### config.mk
export PLATFORM = sky130hd
export DESIGN_NAME = spiMaster
export DESIGN_NICKNAME = d
export VERILOG_FILES = /design/src/design/scrollPkg.sv /design/src/design/spiMaster.sv
export SDC_FILE = /design/constraint.sdc
export NUM_CORES = 1
export LEC_CHECK = 0
export ABC_AREA = 1
export BUFFER_PORTS_ARGS = -buffer_cell sky130_fd_sc_hd__buf_2
export CAP_MARGIN = 20
export CORE_MARGIN = 2
export CORE_UTILIZATION = 30
export CTS_BUF_LIST = sky130_fd_sc_hd__clkbuf_2
export DETAILED_ROUTE_END_ITERATION = 7
export GPL_TIMING_DRIVEN = 0
export PLACE_DENSITY_LB_ADDON = 0.12
export SLEW_MARGIN = 0
export SYNTH_ARGS = -nofsm -noshare
export SYNTH_HDL_FRONTEND = slang
export SYNTH_SLANG_ARGS = --single-unit
### constraint.sdc
create_clock -name clk -period 1.6 [get_ports clk]
set_input_delay 0.32 -clock clk [delete_from_list [all_inputs] [get_ports clk]]
set_output_delay 0.32 -clock clk [all_outputs]
set_load 0.01 [all_outputs]
### src/design/scrollPkg.sv
package scrollPkg;

    localparam int SPI_CLK_DIV = 4;          // sys clocks per spi half period
    localparam int DIV_CNT_W = $clog2(SPI_CLK_DIV);

    localparam logic [7:0] FLASH_READ_CMD = 8'h03;
    localparam logic [7:0] DUMMY_BYTE = 8'hFF;

    localparam int NAME_BYTES = 32;
    localparam int ATTR_BYTES = 8;
    localparam int READ_CNT_W = $clog2(NAME_BYTES);

    localparam int RAM_ADDR_W = 9;

    // sequencer states, command and address states are consecutive
    localparam logic [2:0] ST_IDLE = 3'd0;
    localparam logic [2:0] ST_SEND_CMD = 3'd1;
    localparam logic [2:0] ST_SEND_HI = 3'd2;
    localparam logic [2:0] ST_SEND_MID = 3'd3;
    localparam logic [2:0] ST_SEND_LO = 3'd4;
    localparam logic [2:0] ST_READ = 3'd5;
    localparam logic [2:0] ST_GAP = 3'd6;   // cs high between transactions

    typedef struct packed {
        logic [7:0] hi;
        logic [7:0] mid;
        logic [7:0] lo;
    } flashAddrBytes_t;

    typedef union packed {
        logic [23:0]     flat;
        flashAddrBytes_t bytes;   // order on the wire
    } flashAddr_t;

    typedef struct packed {
        logic       cs;
        logic       txReq;
        logic [7:0] txData;
    } spiCmd_t;

    typedef struct packed {
        logic [3:0]            byteEn;   // bit 0 is bits 31:24
        logic [RAM_ADDR_W-1:0] addr;
        logic [31:0]           data;
    } ramWrite_t;

endpackage
### src/design/spiMaster.sv
`timescale 1ns/1ns

module spiMaster
    import scrollPkg::*;
(
    input  logic       clk,
    input  logic       rstn,
    input  spiCmd_t    cmd,
    output logic [7:0] rxData,
    output logic       byteDone,
    output logic       spiClk,
    output logic       spiCs,
    output logic       spiMosi,
    input  logic       spiMiso
);

    logic                 active;
    logic [DIV_CNT_W-1:0] divCnt;
    logic [3:0]           halfCnt;   // spi clock edges within the byte
    logic [7:0]           txShift;
    logic [7:0]           rxShift;
    logic                 edgeTick;

    assign edgeTick = active && (divCnt == DIV_CNT_W'(SPI_CLK_DIV - 1));

    always_ff @(posedge clk) begin
        if (!rstn) begin
            active <= 1'b0;
            divCnt <= '0;
            halfCnt <= 4'd0;
            spiClk <= 1'b0;
            byteDone <= 1'b0;
            txShift <= 8'h00;
        end else begin
            byteDone <= 1'b0;
            if (cmd.txReq && !active) begin
                active <= 1'b1;
                divCnt <= '0;
                halfCnt <= 4'd0;
                txShift <= cmd.txData;   // bit 7 on mosi right away
            end else if (active) begin
                divCnt <= edgeTick ? '0 : divCnt + 1'b1;
                if (edgeTick) begin
                    spiClk <= ~spiClk;
                    halfCnt <= halfCnt + 4'd1;
                    if (halfCnt[0]) begin
                        txShift <= {txShift[6:0], 1'b0};   // falling edge
                    end
                    // byte ends with clock back low
                    if (halfCnt == 4'd15) begin
                        active <= 1'b0;
                        byteDone <= 1'b1;
                    end
                end
            end
        end
    end

    // sample on rising edges, msb first
    always_ff @(posedge clk) begin
        if (edgeTick && !halfCnt[0]) begin
            rxShift <= {rxShift[6:0], spiMiso};
        end
    end

    assign rxData = rxShift;
    assign spiMosi = txShift[7];
    assign spiCs = cmd.cs;

endmodule

==> flow_summary.toml <==
[status]
run_status = "complete, no violations"

[final_layout]
fin_nets = 164
drive_gt1_share_pct = 29.9
stdcell_count = 195
syn_to_final_growth_pct = 17.3
diodes = 0

[critical_path]
cp_max_fo = 8
cp_top_family = "flip-flops"
crit_buf_inv = 1
end_kind = "flop"
cp_cell_sequence = "ha_1 -> nand2_4 -> or2_2 -> clkinvlp_4"
start_kind = "flop"
path_class = "reg -> reg"
cp_slowest_cell = "dfxtp_1"
slowest_delay_ns = 0.44
required_ns = 1.73
arrival_ns = 1.60

[route]
topRoutingLayerUsed = "met4"
drt_first_pass_iters = 4
routedWlPerCell_um = 10.6
postRouteAntennaNets = 0
route.detailed.drc = 0
via_per_inst = 4.36
drtIter0Drc = 25
route.vias.total = 850
wl_met3_um = 68
routed_wl_um = 2060
wl_met2_um = 989
wl_met1_um = 975

[floorplanning]
design.core.area_um2 = 3610
initial_core_util_pct = 31.0
die_x_um = 65.0
die_h_um = 65.0
rows = 22
dieArea_um2 = 4220
io_pins = 25

[timing]
finalClockSkew_ns = 0.0151
maxSlewHeadroom_pct = 82.0
post-route-period-util_pct = 92.1
fin_setup_tns_ns = 0
slew_violations = 0
worst_pin_slew_ns = 0.270
hold_violations = 0
fmaxAchievable_mhz = 679
rsz0062_at_grt = "no"
period_needed_ns = 1.47
finalSetupViolations = 0

[clock_tree]
clockBufferDepth = 2
clock_latency_ns = 0.37
cts_buffers = 3
cts_hold_buf = 0
tritoncts = "yes"
cts.sinks = 25
clk_pin_slew_ns = 0.27
clockRootBuffer = "clkbuf_2"
htreeDepth = 1

[pwr]
ir_drop_mv = 0.333
internal_power_uw = 802
power_switching_uw = 310
seq_power_share_pct = 61.7
p_leak_uw = 0.000561
powerDensity_nw_per_um2 = 849
p_sw_share_pct = 27.9
pwr-share-comb_pct = 13.2
clkPwrFrac_pct = 25.1

[synthesis]
ys_ff_latch = 25
synth_area_um2 = 1120
ys.warnings.count = 0
synth.distinct_cells = 21
syn_nets = 138
avgSynthCellArea_um2 = 9.15
synth_cells = 122
yosysSeqAreaShare_pct = 52.0

[global_routing]
antenna_found_initial = 0
grt_max_degree = 17
grt_pass1_wl_um = 3370
grt.total_usage_pct = 10.6
gr-total-overflow = 0
grt_pass1_vias = 743

[place]
dp_cells = 191
port_buffers = 21
finalWeightedCongestion = 0.672
hpwl_um = 1540

[job]
cap_viol_max_count = 0

[min_path]
hold_class = "in -> reg"
## power by group through the flow
stage / Combinational (uW) / Clock (uW) / Sequential, uW
final: 147 / 279 / 685
after CTS: 151 / 294 / 685
after detailed placement: 151 / 0 / 697
after global routing: 165 / 330 / 688
after floorplan: 113 / 0 / 697
after global placement: 147 / 0 / 697
## per-layer routing
layer	global-route usage, %	up-vias
li1	-	444
met1	13.0	388
met2	17.1	14
met3	2.60	4
met4	5.59	0
met5	0	-
## cells in the mapped netlist, drive strengths merged
master,instances,area share [%]
a21oi,8,3.6
nor3,1,0.90
buf,4,3.7
nor2,20,7.4
inv,9,3.7
edfxtp,8,22
nand3,17,9.0
or2,1,0.56
dfxtp,17,30
clkbuf,1,1.2
ha,3,3.4
nand2,30,13
o21ai,3,1.7
## through the flow
stage / utilization (%) / power, uW / hold slack [ns] / setup WS (ns) / instance area, um^2
after floorplan: - / 810 / 0.419 / 0.171 / 1120
after global placement: 35.5 / 843 / 0.427 / 0.0627 / 1280
after detailed placement: 35.5 / 848 / 0.434 / 0.0128 / 1280
after CTS: 36.3 / 1130 / 0.0804 / 0.0922 / 1310
after global routing: 36.3 / 1180 / 0.0241 / 0.0536 / 1310
final: 36.3 / 1110 / 0.0959 / 0.127 / 1310
## repair_timing
action,CTS,global route
setup endpoints to repair,8,0
gates resized for setup,1,0
buffers inserted,0,0
## final timing paths
check	from	end	slack, ns	depth (start not counted)
max	divCnt[0]	rxData[4]	0.13	4
min	spiMiso	rxData[0]	0.1	1
max reg2reg	divCnt[0]	rxData[4]	0.13	4
min reg2reg	spiClk	spiClk	0.48	1
## layout by cell type (no fill, tap or decap), types with 3 or more instances in the layout
cell	synthesis	final
nand2_1	27	27
buf_2	0	21
nor2_1	17	17
dfxtp_1	17	17
nand3_1	14	14
a21oi_1	8	8
edfxtp_1	8	8
inv_1	8	7
nor2_2	3	3
nand3_2	3	3
ha_1	3	3
clkbuf_2	0	3
## cell families (layout without fill, tap and decap cells)
kind of cell | after synthesis | after routing | synth area share [%]
buf+inv | 14 | 39 | 8.63
compound gates | 11 | 11 | 5.27
simple gates | 69 | 69 | 30.7
fa+ha+maj | 3 | 3 | 3.36
flops | 25 | 25 | 52.0
## layout make-up
cell class	count	area [um^2]
Sequential cell	25	581
Buffer	5	55.1
Fill cell	385	2300
Tap cell	48	60.1
Clock inverter	1	8.76
Multi-Input combinational cell	83	439
Clock buffer	3	15.0
Timing Repair Buffer	21	105
Inverter	9	45.0
## flip-flops by register name, summed over array words and instances (netlist names)
name,cells
byteDone,1
txShift,8
rxData,8
divCnt,2
spiClk,1
active,1
halfCnt,4
Power figures use the tool's default switching activity.
