**config.mk**
```make
export PLATFORM = sky130hd
export DESIGN_NAME = flashToNametable
export DESIGN_NICKNAME = d
export VERILOG_FILES = /design/src/design/scrollPkg.sv /design/src/design/flashToNametable.sv
export SDC_FILE = /design/constraint.sdc
export NUM_CORES = 1
export LEC_CHECK = 0
export ABC_AREA = 1
export BUFFER_PORTS_ARGS = -buffer_cell sky130_fd_sc_hd__buf_2
export CAP_MARGIN = 15
export CORE_UTILIZATION = 50
export DETAILED_ROUTE_END_ITERATION = 6
export PLACE_DENSITY = 0.76
export SLEW_MARGIN = 25
export SYNTH_ARGS = -nofsm -noshare
export SYNTH_HDL_FRONTEND = slang
export SYNTH_SLANG_ARGS = --single-unit
export TNS_END_PERCENT = 30
```
**constraint.sdc**
```tcl
create_clock -name clk -period 6.3 [get_ports clk]
set_clock_uncertainty 0.2 [all_clocks]
set_input_delay 1.89 -clock clk [delete_from_list [all_inputs] [get_ports clk]]
set_output_delay 1.89 -clock clk [all_outputs]
set_load 0.02 [all_outputs]
```
**src/design/scrollPkg.sv**
```systemverilog
package scrollPkg;

    localparam int SPI_CLK_DIV = 4;          // sys clocks per spi half period
    localparam int DIV_CNT_W = $clog2(SPI_CLK_DIV);

    localparam logic [7:0] FLASH_READ_CMD = 8'h03;
    localparam logic [7:0] DUMMY_BYTE = 8'hFF;

    localparam int NAME_BYTES = 32;
    localparam int ATTR_BYTES = 8;
    localparam int READ_CNT_W = $clog2(NAME_BYTES);

    localparam int RAM_ADDR_W = 9;

    // sequencer states, command and address states are consecutive
    localparam logic [2:0] ST_IDLE = 3'd0;
    localparam logic [2:0] ST_SEND_CMD = 3'd1;
    localparam logic [2:0] ST_SEND_HI = 3'd2;
    localparam logic [2:0] ST_SEND_MID = 3'd3;
    localparam logic [2:0] ST_SEND_LO = 3'd4;
    localparam logic [2:0] ST_READ = 3'd5;
    localparam logic [2:0] ST_GAP = 3'd6;   // cs high between transactions

    typedef struct packed {
        logic [7:0] hi;
        logic [7:0] mid;
        logic [7:0] lo;
    } flashAddrBytes_t;

    typedef union packed {
        logic [23:0]     flat;
        flashAddrBytes_t bytes;   // order on the wire
    } flashAddr_t;

    typedef struct packed {
        logic       cs;
        logic       txReq;
        logic [7:0] txData;
    } spiCmd_t;

    typedef struct packed {
        logic [3:0]            byteEn;   // bit 0 is bits 31:24
        logic [RAM_ADDR_W-1:0] addr;
        logic [31:0]           data;
    } ramWrite_t;

endpackage
```
**src/design/flashToNametable.sv**
```systemverilog
`timescale 1ns/1ns

module flashToNametable
    import scrollPkg::*;
(
    input  logic                  clk,
    input  logic                  rstn,
    input  logic                  nameReq,
    input  logic                  attrReq,
    input  flashAddr_t            nameFlashAddr,
    input  flashAddr_t            attrFlashAddr,
    input  logic [RAM_ADDR_W-1:0] nameRamStart,
    input  logic [RAM_ADDR_W-1:0] attrRamStart,
    input  logic [7:0]            rxData,
    input  logic                  byteDone,
    output spiCmd_t               spiCmd,
    output ramWrite_t             nameWr,
    output ramWrite_t             attrWr,
    output logic                  busy
);

    logic [1:0]            reqSync;   // bit 0 name, bit 1 attr
    logic [1:0]            reqDly;
    logic [1:0]            reqTrig;
    logic [2:0]            state;
    logic                  attrPhase;
    logic                  attrPending;
    logic [READ_CNT_W-1:0] readCnt;
    logic [READ_CNT_W-1:0] lastCnt;
    flashAddr_t            nameAddrQ;
    flashAddr_t            attrAddrQ;
    flashAddr_t            curAddr;
    logic [7:0]            nextByte;
    logic                  wrHit;
    logic [3:0]            laneEn;
    logic [3:0]            laneEnQ [2];   // index 0 name, 1 attr
    logic [RAM_ADDR_W-1:0] wrAddrQ [2];
    logic [31:0]           wrDataQ [2];

    always_ff @(posedge clk) begin
        if (!rstn) begin
            reqSync <= 2'b00;
            reqDly <= 2'b00;
            reqTrig <= 2'b00;
        end else begin
            reqSync <= {attrReq, nameReq};
            reqDly <= reqSync;
            reqTrig <= reqSync & ~reqDly;
        end
    end

    assign busy = (state != ST_IDLE);
    assign curAddr = attrPhase ? attrAddrQ : nameAddrQ;
    assign lastCnt = attrPhase ? READ_CNT_W'(ATTR_BYTES - 1) : READ_CNT_W'(NAME_BYTES - 1);
    assign wrHit = byteDone && (state == ST_READ);
    assign laneEn = 4'b0001 << readCnt[1:0];

    // byte to send after the one in flight
    always_comb begin
        case (state)
            ST_SEND_CMD: nextByte = curAddr.bytes.hi;
            ST_SEND_HI:  nextByte = curAddr.bytes.mid;
            ST_SEND_MID: nextByte = curAddr.bytes.lo;
            default:     nextByte = DUMMY_BYTE;
        endcase
    end

    always_ff @(posedge clk) begin
        if (state == ST_IDLE && reqTrig[0]) begin
            nameAddrQ <= nameFlashAddr;
            attrAddrQ <= attrFlashAddr;
        end
    end

    always_ff @(posedge clk) begin
        if (!rstn) begin
            state <= ST_IDLE;
            attrPhase <= 1'b0;
            attrPending <= 1'b0;
            readCnt <= '0;
            spiCmd <= '{cs: 1'b1, txReq: 1'b0, txData: 8'h00};
        end else begin
            spiCmd.txReq <= 1'b0;
            case (state)
                ST_IDLE: begin
                    if (reqTrig[0]) begin
                        state <= ST_SEND_CMD;
                        attrPhase <= 1'b0;
                        attrPending <= reqTrig[1];   // attr alone is dropped
                        spiCmd <= '{cs: 1'b0, txReq: 1'b1, txData: FLASH_READ_CMD};
                    end
                end
                ST_SEND_CMD, ST_SEND_HI, ST_SEND_MID, ST_SEND_LO: begin
                    if (byteDone) begin
                        state <= state + 3'd1;
                        readCnt <= '0;
                        spiCmd.txReq <= 1'b1;
                        spiCmd.txData <= nextByte;
                    end
                end
                ST_READ: begin
                    if (byteDone) begin
                        if (readCnt == lastCnt) begin
                            spiCmd.cs <= 1'b1;
                            readCnt <= '0;
                            state <= (attrPending && !attrPhase) ? ST_GAP : ST_IDLE;
                        end else begin
                            readCnt <= readCnt + 1'b1;
                            spiCmd.txReq <= 1'b1;
                            spiCmd.txData <= nextByte;
                        end
                    end
                end
                ST_GAP: begin
                    state <= ST_SEND_CMD;
                    attrPhase <= 1'b1;
                    spiCmd <= '{cs: 1'b0, txReq: 1'b1, txData: FLASH_READ_CMD};
                end
                default: state <= ST_IDLE;
            endcase
        end
    end

    always_ff @(posedge clk) begin
        if (!rstn) begin
            for (int i = 0; i < 2; i++) begin
                laneEnQ[i] <= 4'b0000;
                wrAddrQ[i] <= '0;
            end
        end else begin
            for (int i = 0; i < 2; i++) begin
                laneEnQ[i] <= (wrHit && int'(attrPhase) == i) ? laneEn : 4'b0000;
                if (laneEnQ[i][3]) begin
                    wrAddrQ[i] <= wrAddrQ[i] + 1'b1;   // word complete
                end
            end
            if (state == ST_IDLE && reqTrig[0]) begin
                wrAddrQ[0] <= nameRamStart;
                if (reqTrig[1]) begin
                    wrAddrQ[1] <= attrRamStart;
                end
            end
        end
    end

    // big endian packing, first byte to 31:24
    always_ff @(posedge clk) begin
        if (wrHit) begin
            wrDataQ[attrPhase][31 - 8 * readCnt[1:0] -: 8] <= rxData;
        end
    end

    assign nameWr = '{byteEn: laneEnQ[0], addr: wrAddrQ[0], data: wrDataQ[0]};
    assign attrWr = '{byteEn: laneEnQ[1], addr: wrAddrQ[1], data: wrDataQ[1]};

endmodule

```
==> results of run 1 <==
logic make-up (layout without fill, tap and decap cells):
| logic type | count (synthesis) | in the layout |
|---|---|---|
| adder cells (fa/ha/maj) | 11 | 11 |
| AO/OA/AOI/OAI | 53 | 53 |
| buffers and inverters | 82 | 278 |
| AND/OR/NAND/NOR | 322 | 322 |
| XOR/XNOR | 2 | 2 |
| flip-flops | 164 | 164 |
| multiplexers | 1 | 1 |
worst max-delay path: cells and delay by family (launching register included):
family	cells	cell delay (ns)
fa+ha+maj	1	0.26
flops	1	0.40
simple gates	1	0.10
buf+inv	2	0.27
synth_stat cells, drive strengths merged:
library cell	n	share of area (%)
xor2	2	0.26
nand4	8	0.74
clkbuf	7	0.39
ha	11	2.0
inv	66	3.7
a32o	1	0.15
o31ai	1	0.11
nor2	65	4.1
edfxtp	130	58
or2	2	0.19
a22o	1	0.13
mux2	1	0.17
o21bai	9	1.1
nand3	24	1.8
nor3	26	1.9
o21ai	22	1.7
dfxtp	34	10
nand2	197	11
buf	9	0.78
a21oi	19	1.4
area by class of cell:
cell class,instances,area (µm²)
fillers,1068,4810
flip-flops and latches,164,4580
multi-input cells,389,1860
repair buffers,180,903
clock buffers,17,425
inverters,66,248
well taps,176,220
clock inverters,15,141
report_power, final:
group | internal, mW | switching, mW
Combinational | 0.255 | 0.518
Sequential | 1.25 | 0.0422
Clock | 0.577 | 0.401
Total | 2.08 | 0.961
sequential cells by signal, summed over array words and instances (netlist names), 3 cells and up:
name,count
attrAddrQ,24
laneEnQ,8
nameAddrQ,24
readCnt,5
spiCmd,10
state,3
wrAddrQ,18
wrDataQ,64
worst min-delay path by stage:
stage,startpoint,endpoint,slack (ns),cells past startpoint
6_report,reqDly[1],reqTrig[1],0.18,1
4_1_cts,reqDly[1],reqTrig[1],0.18,1
2_1_floorplan,reqDly[0],reqTrig[0],0.17,1
3_5_place_dp,reqDly[1],reqTrig[1],0.17,1
5_1_grt,reqDly[1],reqTrig[1],0.19,1
3_3_place_gp,reqDly[1],reqTrig[1],0.17,1
routing by layer:
layer,GRT usage [%],up-vias
li1,-,2478
met1,24.8,2218
met2,35.4,202
met3,5.36,14
met4,8.73,0
met5,0,-
placed cells by master (no fill, tap or decap), types with 2 or more instances in the layout:
cell type	n
nand2_1	191
buf_2	179
edfxtp_1	130
nor2_1	61
inv_1	56
dfxtp_1	34
nand3_1	24
nor3_1	22
a21oi_1	19
clkbuf_16	17
o21ai_0	15
ha_1	11
inv_2	9
nand4_1	8
o21bai_1	7
o21ai_1	6
clkinv_1	6
nor3_2	4
clkinv_4	4
nand2_2	3
nand2_4	3
clkinvlp_4	3
or2_2	2
nor2_4	2
o21bai_2	2
xor2_1	2
bufinv_16	2
==> reports/metrics.yaml, run 1 <==
maxCapViolCount: 0
hold_viol: 0
overflow: 0
fmax_ghz: 0.283
synth.net_count: 725
clk_latency_ns: 0.42
place_area_um2: 7790
stdcell_count: 1007
cp_max_fo: 5
outcome: "finished clean"
setup_viol: 0
path_cells: "inv_1, ha_1, nand2_4, buf_2"
clkSlewWorstSetupHoldPaths_ns: 0.06
grt_use_total_pct: 20.7
synth_top_family_by_area: "simple AND/OR/NAND/NOR gates"
synthSimpleGateAreaFrac_pct: 20.2
arrival_ns: 1.45
netlist_area_um2: 6750
grt_setup_unrepaired: "no"
powerDensity_nw_per_um2: 363
viasPerCell: 4.88
vias: 4912
initialDrtViolationCount: 300
antenna_found_initial: 0
die_x_um: 118
r2r_cells: 3
finalPower_mw: 3.04
m1WireLength_um: 5900
syn_area_per_cell_um2: 10.6
ant_nets: 0
cts.path.max_buffers: 2
finalInstanceArea_um2: 8380
hold_slack_ns: 0.180
syn2layout_area_growth_pct: 24.2
slowest_delay_ns: 0.40
rrSetupSlack_ns: 3.11
yosys_warnings: 0
synthMuxAreaShare_pct: 0.167
finalSetupTns_ns: 0
fin_crit_ns: 3.54
cts_made_buffers: 17
cts_repair_resize_count: 0
critPathLaunchType: "flip-flop"
wl_met2_um: 6890
wl_um: 13900
worstSetupPathType: "reg -> out"
antenna_cells: 0
start_util_pct: 51.2
dpl.hpwl_um: 10100
hold_buffers: 0
synth_fa_ha_area_share_pct: 2.04
yosysUniqueCellTypes: 32
htree_levels: 4
worst_pin_slew_ns: 0.985
fin_nets: 908
synthXorXnorAreaFrac_pct: 0.260
clock_tree.root_cell: "clkbuf_16"
layout_setup_ws_ns: 2.76
ios: 180
postLayoutCoreUtil_pct: 63.5
cts_tree: "built"
vdd_drop_max_mv: 0.165
first_pass_iters: 5
drc: 0
first_global_vias: 4654
rows: 42
crit_path_end_kind: "primary output"
timing.rr.start: "attrPhase"
synth_compound_area_share_pct: 4.60
coreArea_um2: 13200
synth-seq-cells: 164
dp.cells: 975
dr_wl_met3_um: 930
grt_max_degree: 50
die_h_um: 118
ys_seq_area_share_pct: 67.9
dieArea_um2: 14000
required_ns: 4.21
portBuffers: 179
post-cts-setup-buffers: 0
grt_pass1_wl_um: 21900
critical_path.slowest_cell: "dfxtp_1"
final_max_slew_viol_count: 0
cts.sinks: 164
avgRoutedWirePerCell_um: 13.8
r2r_end: "wrDataQ[1][24]"
timing.critical_path.from: "state[0]"
crit_end: "busy"
drive_gt1_share_pct: 28.4
hold_class: "reg -> reg"
max_slew_margin_pct: 33.9
synth_cells: 635
dp_slack_ns: 2.42
post-route-period-util_pct: 56.1
leakagePower_nw: 3.68
place_congestion: 0.833
highest_layer: "met4"
Note: power is estimated with default switching activity, not from simulation.
==> run 2: changes to the inputs <==
--- a/config.mk
+++ b/config.mk
@@ -8,9 +8,9 @@
 export ABC_AREA = 1
 export BUFFER_PORTS_ARGS = -buffer_cell sky130_fd_sc_hd__buf_2
 export CAP_MARGIN = 15
-export CORE_UTILIZATION = 50
+export CORE_UTILIZATION = 47
 export DETAILED_ROUTE_END_ITERATION = 6
-export PLACE_DENSITY = 0.76
+export PLACE_DENSITY = 0.75
 export SLEW_MARGIN = 25
 export SYNTH_ARGS = -nofsm -noshare
 export SYNTH_HDL_FRONTEND = slang
==> constraint.sdc (replaced) <==
create_clock -name clk -period 2.9 [get_ports clk]
set_clock_uncertainty 0.2 [all_clocks]
set_input_delay 0.87 -clock clk [delete_from_list [all_inputs] [get_ports clk]]
set_output_delay 0.87 -clock clk [all_outputs]
set_load 0.02 [all_outputs]
==> reports/metrics.yaml, run 2 (synthesis results as in run 1) <==
outcome: "finished clean"
fin_nets: 924
regArea_um2: 4580
start_util_pct: 48.4
drc: 0
critPathLaunchType: "flip-flop"
antenna_found_initial: 0
viasPerCell: 4.99
die_x_um: 122
p_sw_share_pct: 32.0
portBuffers: 179
cts_tree: "built"
dp_slack_ns: 0.454
ios: 180
ant_nets: 0
post-cts-setup-buffers: 0
rows: 43
timing.critical_path.from: "state[0]"
initialDrtViolationCount: 282
final_common_cell: "nand2_1"
htree_levels: 4
cts_repair_resize_count: 0
layout_setup_ws_ns: 0.383
leakagePower_nw: 3.79
slowest_delay_ns: 0.40
pwr-share-comb_pct: 25.4
dp.cells: 995
cts.path.max_buffers: 2
clkSlewWorstSetupHoldPaths_ns: 0.06
stdcell_count: 1027
hold_class: "reg -> reg"
grt_pass1_wl_um: 23700
maxCapViolCount: 0
wl_um: 15500
postLayoutCoreUtil_pct: 61.1
worst_pin_slew_ns: 0.583
drive_gt1_share_pct: 29.8
grt_setup_unrepaired: "no"
clkPwrFrac_pct: 33.4
critical_path.slowest_cell: "dfxtp_1"
die_h_um: 122
vias: 5121
max_slew_margin_pct: 61.1
setup_viol: 0
cts.sinks: 164
timing.rr.start: "state[0]"
final_cell_mix: "nand2_1, buf_2, edfxtp_1"
grt_use_total_pct: 21.7
first_pass_iters: 5
fmax_ghz: 0.397
path_cells: "inv_1, ha_1, nand2_4, buf_2"
coreArea_um2: 13900
vdd_drop_max_mv: 0.435
worstSetupPathType: "reg -> out"
min_from: "reqDly[0]"
avgRoutedWirePerCell_um: 15.1
required_ns: 1.83
finalPower_mw: 6.76
place_congestion: 0.830
fin_crit_ns: 2.52
largest_reg_flops: 64
power.internal_mw: 4.60
hold_buffers: 0
arrival_ns: 1.45
powerDensity_nw_per_um2: 793
power.switching_mw: 2.16
crit_path_end_kind: "primary output"
antenna_cells: 0
dpl.hpwl_um: 11200
hold_viol: 0
post-route-period-util_pct: 86.8
rrSetupSlack_ns: 0.79
cp_max_fo: 5
finalSetupTns_ns: 0
multi_input_area_um2: 1840
sequentialPowerShare_pct: 41.3
dieArea_um2: 14800
grt_max_degree: 49
final_max_slew_viol_count: 0
clock_tree.root_cell: "clkbuf_16"
clk_latency_ns: 0.43
first_global_vias: 4855
cts_made_buffers: 17
syn2layout_area_growth_pct: 26.3
overflow: 0
fill_cells: 1135
[run 2: per-layer routing]
metal	GRT usage [%]	up-vias	part of all wire, %
met1	26.1	2367	41
met2	36.8	219	50
li1	-	2514	-
met5	0	-	0
met4	8.33	0	1.7
met3	6.09	21	6.9
[run 2: layout make-up]
class,count,area share [%]
tap,180,2.64
inverter,66,2.91
multi-input combinational,389,21.6
timing repair buffer,196,12.0
clock buffer,20,5.36
clock inverter,12,1.72
sequential,164,53.8
[run 2: power by group through the flow]
stage,Sequential [mW],Combinational [mW],Clock [mW]
final,2.79,1.71,2.26
after CTS,2.79,1.71,2.29
after floorplan,2.94,1.18,0
after global placement,2.84,1.68,0
after detailed placement,2.84,1.69,0
after global routing,2.81,1.94,2.39
[run 2: worst max-delay path: cells and delay by family, from the launching register on]
kind / cells / cell delay, ns
adders and majority gates: 1 / 0.26
buffers and inverters: 2 / 0.26
DFF: 1 / 0.40
and+or+nand+nor: 1 / 0.10
[run 2: final timing paths]
check / endpoint / depth (start not counted)
worst min-delay path: reqTrig[0] / 1
worst max-delay path: busy / 4
worst max register to register: wrDataQ[0][14] / 6
worst min register to register: reqTrig[0] / 1
[run 2: stage by stage]
step / cell area (µm²) / hold slack, ns
2_1_floorplan: 6750 / 0.168
3_3_place_gp: 7920 / 0.172
3_5_place_dp: 7920 / 0.173
4_1_cts: 8520 / 0.194
5_1_grt: 8520 / 0.205
6_report: 8520 / 0.189
